==> src/hw/wino_pkg.sv <==
package wino_pkg;

	localparam int ACC_W = 30;
	localparam int OUT_W = 16;
	localparam int FRAC_SHIFT = 8;
	localparam int TILE_IN = 6;
	localparam int TILE_OUT = 4;
	localparam int ADD_LAT = 3;   // adder tree register levels

	localparam int ROW_W = $clog2(TILE_IN);
	localparam int COL_W = $clog2(TILE_OUT);

	// A^T coefficients 2, 4 and 8 are applied as left shifts
	localparam int SH_X2 = 1;
	localparam int SH_X4 = 2;
	localparam int SH_X8 = 3;

	typedef struct packed {
		logic signed [ACC_W-1:0] v0;
		logic signed [ACC_W-1:0] v1;
		logic signed [ACC_W-1:0] v2;
		logic signed [ACC_W-1:0] v3;
		logic signed [ACC_W-1:0] v4;
		logic signed [ACC_W-1:0] v5;
	} in_row_t;

	typedef struct packed {
		logic signed [ACC_W-1:0] v0;
		logic signed [ACC_W-1:0] v1;
		logic signed [ACC_W-1:0] v2;
		logic signed [ACC_W-1:0] v3;
	} at_row_t;

	typedef struct packed {
		logic [OUT_W-1:0] y0;
		logic [OUT_W-1:0] y1;
		logic [OUT_W-1:0] y2;
		logic [OUT_W-1:0] y3;
	} out_col_t;

	typedef enum logic {
		BUF_IDLE,
		BUF_DRAIN
	} buf_state_e;

endpackage

==> src/hw/wino_adder_tree.sv <==
module wino_adder_tree (
	input  logic                     clk,
	input  logic                     i_arst_n,
	input  wino_pkg::in_row_t        i_a,
	output logic signed [wino_pkg::ACC_W-1:0] o_sum
);
	import wino_pkg::*;

	logic signed [ACC_W-1:0] lvl1 [3];
	logic signed [ACC_W-1:0] lvl2 [2];
	logic signed [ACC_W-1:0] lvl3;

	always_ff @(posedge clk or negedge i_arst_n) begin
		if (!i_arst_n) begin
			lvl1 <= '{default: '0};
			lvl2 <= '{default: '0};
			lvl3 <= '0;
		end else begin
			lvl1[0] <= i_a.v0 + i_a.v1;
			lvl1[1] <= i_a.v2 + i_a.v3;
			lvl1[2] <= i_a.v4 + i_a.v5;
			lvl2[0] <= lvl1[0] + lvl1[1];
			lvl2[1] <= lvl1[2];   // carried along to keep the levels aligned
			lvl3 <= lvl2[0] + lvl2[1];   // wraps at ACC_W
		end
	end

	assign o_sum = lvl3;

endmodule

==> src/hw/wino_transform_stage.sv <==
module wino_transform_stage (
	input  logic              clk,
	input  logic              i_arst_n,
	input  logic              i_valid,
	input  wino_pkg::in_row_t i_row,
	output logic              o_valid,
	output wino_pkg::at_row_t o_row
);
	import wino_pkg::*;

	in_row_t ops [TILE_OUT];
	logic signed [ACC_W-1:0] sums [TILE_OUT];
	logic [ADD_LAT-1:0] vld_sr;

	// one operand set per A^T row
	always_comb begin
		ops[0] = '{v0: i_row.v0, v1: i_row.v1, v2: i_row.v2,
			v3: i_row.v3, v4: i_row.v4, v5: '0};
		ops[1] = '{v0: '0, v1: i_row.v1, v2: -i_row.v2,
			v3: i_row.v3 <<< SH_X2, v4: -(i_row.v4 <<< SH_X2), v5: '0};
		ops[2] = '{v0: '0, v1: i_row.v1, v2: i_row.v2,
			v3: i_row.v3 <<< SH_X4, v4: i_row.v4 <<< SH_X4, v5: '0};
		ops[3] = '{v0: '0, v1: i_row.v1, v2: -i_row.v2,
			v3: i_row.v3 <<< SH_X8, v4: -(i_row.v4 <<< SH_X8), v5: i_row.v5};
	end

	for (genvar t = 0; t < TILE_OUT; t++) begin : g_tree
		wino_adder_tree tree_i (
			.clk      (clk),
			.i_arst_n (i_arst_n),
			.i_a      (ops[t]),
			.o_sum    (sums[t])
		);
	end

	always_ff @(posedge clk or negedge i_arst_n) begin
		if (!i_arst_n) begin
			vld_sr <= '0;
		end else begin
			vld_sr <= {vld_sr[ADD_LAT-2:0], i_valid};
		end
	end

	assign o_valid = vld_sr[ADD_LAT-1];
	assign o_row = '{v0: sums[0], v1: sums[1], v2: sums[2], v3: sums[3]};

endmodule

==> src/hw/wino_tile_buffer.sv <==
module wino_tile_buffer (
	input  logic              clk,
	input  logic              i_arst_n,
	input  logic              i_valid,
	input  wino_pkg::at_row_t i_row,
	output logic              o_valid,
	output wino_pkg::in_row_t o_col
);
	import wino_pkg::*;

	buf_state_e state;
	logic [ROW_W-1:0] row_cnt;
	logic [COL_W-1:0] col_idx;
	logic tile_done;

	at_row_t collect [TILE_IN-1];   // rows 0..4 while row 5 goes straight to drain
	at_row_t drain [TILE_IN];

	function automatic logic signed [ACC_W-1:0] lane(at_row_t r, logic [COL_W-1:0] j);
		logic signed [ACC_W-1:0] v;
		case (j)
			2'd0: v = r.v0;
			2'd1: v = r.v1;
			2'd2: v = r.v2;
			default: v = r.v3;
		endcase
		return v;
	endfunction

	assign tile_done = i_valid && (row_cnt == ROW_W'(TILE_IN - 1));

	always_ff @(posedge clk or negedge i_arst_n) begin
		if (!i_arst_n) begin
			row_cnt <= '0;
		end else if (i_valid) begin
			if (tile_done) begin
				row_cnt <= '0;
			end else begin
				row_cnt <= row_cnt + 1'b1;
			end
		end
	end

	always_ff @(posedge clk) begin
		if (i_valid && !tile_done) begin
			collect[row_cnt] <= i_row;
		end
		if (tile_done) begin
			for (int r = 0; r < TILE_IN - 1; r++) begin
				drain[r] <= collect[r];
			end
			drain[TILE_IN-1] <= i_row;
		end
	end

	// drain sequencer
	always_ff @(posedge clk or negedge i_arst_n) begin
		if (!i_arst_n) begin
			state <= BUF_IDLE;
			col_idx <= '0;
		end else if (tile_done) begin
			state <= BUF_DRAIN;
			col_idx <= '0;
		end else if (state == BUF_DRAIN) begin
			if (col_idx == COL_W'(TILE_OUT - 1)) begin
				state <= BUF_IDLE;
				col_idx <= '0;
			end else begin
				col_idx <= col_idx + 1'b1;
			end
		end
	end

	assign o_valid = (state == BUF_DRAIN);

	always_comb begin
		o_col = '{
			v0: lane(drain[0], col_idx),
			v1: lane(drain[1], col_idx),
			v2: lane(drain[2], col_idx),
			v3: lane(drain[3], col_idx),
			v4: lane(drain[4], col_idx),
			v5: lane(drain[5], col_idx)
		};
	end

	// a tile arrives as one unbroken run of rows
	a_no_row_gap: assert property (@(posedge clk) disable iff (!i_arst_n)
		(row_cnt != '0) |-> i_valid);

endmodule

==> src/hw/wino_output_stage.sv <==
module wino_output_stage (
	input  logic               clk,
	input  logic               i_arst_n,
	input  logic               i_valid,
	input  wino_pkg::at_row_t  i_row,
	output logic               o_valid,
	output wino_pkg::out_col_t o_col
);
	import wino_pkg::*;

	function automatic logic [OUT_W-1:0] rect(logic signed [ACC_W-1:0] v);
		logic [OUT_W-1:0] r;
		if (v[ACC_W-1]) begin
			r = '0;   // negative clamps to zero
		end else begin
			r = v[FRAC_SHIFT+OUT_W-1:FRAC_SHIFT];   // upper bits dropped
		end
		return r;
	endfunction

	always_ff @(posedge clk or negedge i_arst_n) begin
		if (!i_arst_n) begin
			o_valid <= 1'b0;
		end else begin
			o_valid <= i_valid;
		end
	end

	always_ff @(posedge clk) begin
		o_col <= '{y0: rect(i_row.v0), y1: rect(i_row.v1),
			y2: rect(i_row.v2), y3: rect(i_row.v3)};
	end

	// each tile leaves as one burst of four columns
	a_burst_len: assert property (@(posedge clk) disable iff (!i_arst_n)
		$rose(o_valid) |=> o_valid [*3] ##1 !o_valid);

endmodule

==> src/hw/inverse_winograd.sv <==
module inverse_winograd (
	input  logic               clk,
	input  logic               i_arst_n,
	input  logic               i_valid,
	input  wino_pkg::in_row_t  i_row,
	output logic               o_valid,
	output wino_pkg::out_col_t o_col
);
	import wino_pkg::*;

	logic    fp_valid;
	at_row_t fp_row;
	logic    buf_valid;
	in_row_t buf_col;
	logic    sp_valid;
	at_row_t sp_row;

	wino_transform_stage fp_i (   // rows times A
		.clk      (clk),
		.i_arst_n (i_arst_n),
		.i_valid  (i_valid),
		.i_row    (i_row),
		.o_valid  (fp_valid),
		.o_row    (fp_row)
	);

	wino_tile_buffer buf_i (
		.clk      (clk),
		.i_arst_n (i_arst_n),
		.i_valid  (fp_valid),
		.i_row    (fp_row),
		.o_valid  (buf_valid),
		.o_col    (buf_col)
	);

	wino_transform_stage sp_i (   // A^T times columns
		.clk      (clk),
		.i_arst_n (i_arst_n),
		.i_valid  (buf_valid),
		.i_row    (buf_col),
		.o_valid  (sp_valid),
		.o_row    (sp_row)
	);

	wino_output_stage out_i (
		.clk      (clk),
		.i_arst_n (i_arst_n),
		.i_valid  (sp_valid),
		.i_row    (sp_row),
		.o_valid  (o_valid),
		.o_col    (o_col)
	);

endmodule

==> config.mk <==
export PLATFORM = sky130hd
export DESIGN_NAME = inverse_winograd
export DESIGN_NICKNAME = d
export VERILOG_FILES = /design/src/hw/wino_pkg.sv /design/src/hw/wino_adder_tree.sv /design/src/hw/wino_transform_stage.sv /design/src/hw/wino_tile_buffer.sv /design/src/hw/wino_output_stage.sv /design/src/hw/inverse_winograd.sv
export SDC_FILE = /design/constraint.sdc
export NUM_CORES = 2
export LEC_CHECK = 0
export ABC_CLOCK_PERIOD_IN_PS = 18600
export BUFFER_PORTS_ARGS = -buffer_cell sky130_fd_sc_hd__buf_2
export CAP_MARGIN = 5
export CORE_MARGIN = 1
export CORE_UTILIZATION = 35
export CTS_BUF_LIST = sky130_fd_sc_hd__clkbuf_4 sky130_fd_sc_hd__clkbuf_8
export CTS_CLUSTER_DIAMETER = 120
export DETAILED_ROUTE_END_ITERATION = 10
export PLACE_DENSITY = 0.61
export SLEW_MARGIN = 20
export SYNTH_ARGS = -nofsm -noshare
export SYNTH_HDL_FRONTEND = slang
export SYNTH_SLANG_ARGS = --single-unit
==> constraint.sdc <==
create_clock -name clk -period 18.6 [get_ports clk]
set_clock_uncertainty 0.2 [all_clocks]
set_input_delay 0.93 -clock clk [delete_from_list [all_inputs] [get_ports clk]]
set_output_delay 0.93 -clock clk [all_outputs]
set_load 0.02 [all_outputs]
==> impl_metrics.toml <==
[outcome]
status = "completed"

[synth]
synth_ff_type = "edfxtp_1"
synth_edf_count = 1309
synth_seq_cells = 2516
synth.largest_area_cell = "edfxtp_1"
synth_async_sr_flop_share_pct = 45.4
yosys_warnings = 0
ys_seq_area_share_pct = 62.0
synth_area_per_cell_sq_um = 12.9
synthTopCellsByArea = "edfxtp_1 (35%), dfrtp_1 (26%), ha_1 (8.8%)"
yosysTopAreaCellShare_pct = 35.2
synth_nets = 9626
ys_types = 82
synth_cells = 8632
synth_area_sq_um = 112000

[routing]
post_drt_wl_per_cell_microns = 21.4
dr_total_vias = 71400
dr.pass1.iters = 8
drt_iter0_drc = 6236
ant_nets = 0
drcViolationCount = 0
drt_wl_total_microns = 295000
vias_per_cell = 5.18

[final_layout]
multi_input_area_sq_um = 40700
areaGrowthSynthToFinish_pct = 14.1
fin_util_pct = 40.3
num-fill-cells = 29300
fin_nets = 10300
regArea_sq_um = 69200
final_cell_mix = "edfxtp_1 (1309), dfrtp_1 (1143), ha_1 (785)"
drive_gt1_share_pct = 11.0
final_common_cell = "edfxtp_1"

[clock_network]
clk_pin_slew_worst_paths_ns = 0.06
cts_tree = "done"
numCtsBuffers = 406
cts.sinks = 2516
post-cts-setup-buffers = 0
clk-insertion-delay-late_ns = 1.02
cts_buffer_depth = 4
root_buffer = "clkbuf_8"
htree_levels = 5

[sta]
fmax_ghz = 0.142
final_max_slew_viol_count = 0
layout_setup_ws_ns = 11.57
rsz0062_at_grt = "no"
whs_ns = 0.108
finalSetupViolations = 0
slew_headroom_pct = 21.9
setup-tns-final_ns = 0
tightest_slew_ns = 1.14
finalCritPeriodShare_pct = 37.8
hold_viol = 0
min_period_ns = 7.03

[placement]
hpwl_microns = 219000
place.port_buffers = 247
pre_cts_slack_ns = 11.65
globalplace.congestion = 0.906

[global_route]
grtUsageTotal_pct = 17.9
antenna_found_initial = 37
grt_max_degree = 166
grt_pass1_wl_microns = 440000
grt_overflow = 0
grt_pass1_vias = 72600

[worst_setup_path]
arrival_ns = 7.69
crit_path_max_fanout = 75
r2r_end = "sp_i.g_tree[1].tree_i.lvl1[58]"
rrSetupSlack_ns = 11.57
critPathLaunchType = "register"
required_ns = 19.26
path_cells = "inv_1, ha_4, a222oi_1, a21oi_1, inv_1, ha_1, nor2b_1, nand4b_1, or4_1, nor2_1, nand2_1, xor2_1, ha_1, nand3_1, nor2_1, nor2_1, o311ai_0, buf_4, a211oi_1, o31ai_1, a221oi_1, xnor2_1"
crit_slowest_cell = "a211oi_1"
critPathMaxStageDelay_ns = 0.67
r2r-start = "buf_i.col_idx[1]"
ff2ff_path_depth = 22
worst_path_most_repeated_cell = "nor2_1"
crit_type = "reg -> reg"
worstSetupEndpointType = "register"

[floorplan]
io_pins = 248
die_area_sq_um = 321000
rows = 206
start_util_pct = 35.3
dieWidth_microns = 567
die_h_microns = 567
core_sq_um = 316000

[worst_hold_path]
hold_depth = 0
holdPathEnd = "fp_i.g_tree[3].tree_i.lvl2[2]"
holdCritStartpoint = "fp_i.g_tree[3].tree_i.lvl1[2]"
hp-class = "reg -> reg"

[pwr]
vdd_ir_drop_max_mv = 0.122
p_leak_uw = 0.0510
powerDensity_nw_per_um2 = 211

[flow_run]
drv_cap = 0
==> worst max path at each step <==
stage | startpoint | endpoint | slack (ns) | depth (start not counted)
floorplan | buf_i.row_cnt[1] | buf_i.drain[0][0] | 0.23 | 3
global placement | buf_i.col_idx[0] | sp_i.g_tree[1].tree_i.lvl1[57] | 11.55 | 23
detailed placement | buf_i.col_idx[0] | sp_i.g_tree[1].tree_i.lvl1[57] | 11.65 | 23
CTS | buf_i.col_idx[1] | sp_i.g_tree[1].tree_i.lvl1[57] | 11.54 | 23
global route | buf_i.col_idx[1] | sp_i.g_tree[1].tree_i.lvl1[58] | 11.23 | 22
finish | buf_i.col_idx[1] | sp_i.g_tree[1].tree_i.lvl1[58] | 11.57 | 22
==> synthesized netlist by cell type (20+ instances only) <==
master	instances
a211o_1	27
a211oi_1	77
a21boi_0	27
a21o_1	279
a21oi_1	691
a222oi_1	161
a22oi_1	22
a31o_2	23
a31oi_1	56
a41oi_1	20
and2_1	43
and3_1	55
clkbuf_1	126
dfrtp_1	1143
dfxtp_1	64
edfxtp_1	1309
fa_1	23
ha_1	788
inv_1	293
nand2_1	385
nand2b_1	100
nand3_1	116
nand3b_1	20
nand4_1	63
nor2_1	681
nor2b_1	159
nor3_1	161
nor4_1	23
o211ai_1	52
o21a_1	125
o21ai_0	337
o21bai_1	78
o31ai_1	25
or3_1	29
or4_1	30
xnor2_1	586
xor2_1	164
==> flip-flops by register name, indices dropped and copies added (netlist names) <==
signal / flops
out_i.o_col: 64
fp_i.g_tree.tree_i.o_sum: 119
buf_i.collect: 595
fp_i.vld_sr: 3
sp_i.g_tree.tree_i.o_sum: 68
sp_i.vld_sr: 3
buf_i.o_valid: 1
buf_i.row_cnt: 3
sp_i.g_tree.tree_i.lvl1: 266
fp_i.g_tree.tree_i.lvl2: 206
buf_i.col_idx: 2
buf_i.drain: 714
fp_i.g_tree.tree_i.lvl1: 266
sp_i.g_tree.tree_i.lvl2: 205
out_i.o_valid: 1
==> timing repair <==
action / CTS / global route
endpoints found under the hold margin: 148 / 0
hold buffers: 68 / 0
resized for setup: 0 / 0
==> report_power, final <==
group          switching [uW]  internal (uW)  total (uW)
clock                    2210           2730        4940
sequential                881           7800        8680
combinational            8250           4940       13200
total                   11300          15500       26800
==> worst max-delay path: cells and delay by family (launching register included) <==
family	cells	cell delay [ns]
flip-flops	1	0.43
AO/OA/AOI/OAI	6	2.29
XOR/XNOR	2	0.44
buffers and inverters	3	0.51
AND/OR/NAND/NOR	8	1.93
adder cells (fa/ha/maj)	3	0.94
==> cells by family after synthesis <==
family	Yosys count	synth area share [%]
flops	2516	62.0
compound gates	2150	12.7
simple gates	1934	8.33
fa+ha+maj	812	9.26
xor+xnor	750	5.89
buf+inv	444	1.50
mux	26	0.245
==> per-stage QoR <==
stage               cell area, sq um  std cells  total power, uW
floorplan                     112000       8632            17500
global placement              118000      13000            21600
detailed placement            118000      13000            21800
CTS                           127000      13800            26900
global route                  127000      13800            28600
finish                        127000      13800            26800
==> area by class of cell <==
type                            instances  area share (%)
Sequential cell                      2516            54.3
Multi-Input combinational cell       5672            32.0
Clock buffer                          578            5.68
Tap cell                             4160            4.09
Timing Repair Buffer                  379            1.94
Clock inverter                        164            1.04
Inverter                              293           0.870
Antenna cell                           16          0.0314
==> routing by layer <==
layer / global-route usage (%) / share of wire (%) / vias to the layer above
li1: - / - / 33400
met1: 25.4 / 46 / 35200
met2: 28.5 / 45 / 2287
met3: 2.52 / 5.6 / 510
met4: 5.34 / 2.9 / 14
met5: 0 / 0.030 / -
No activity file was read; power rests on OpenSTA's default activity.
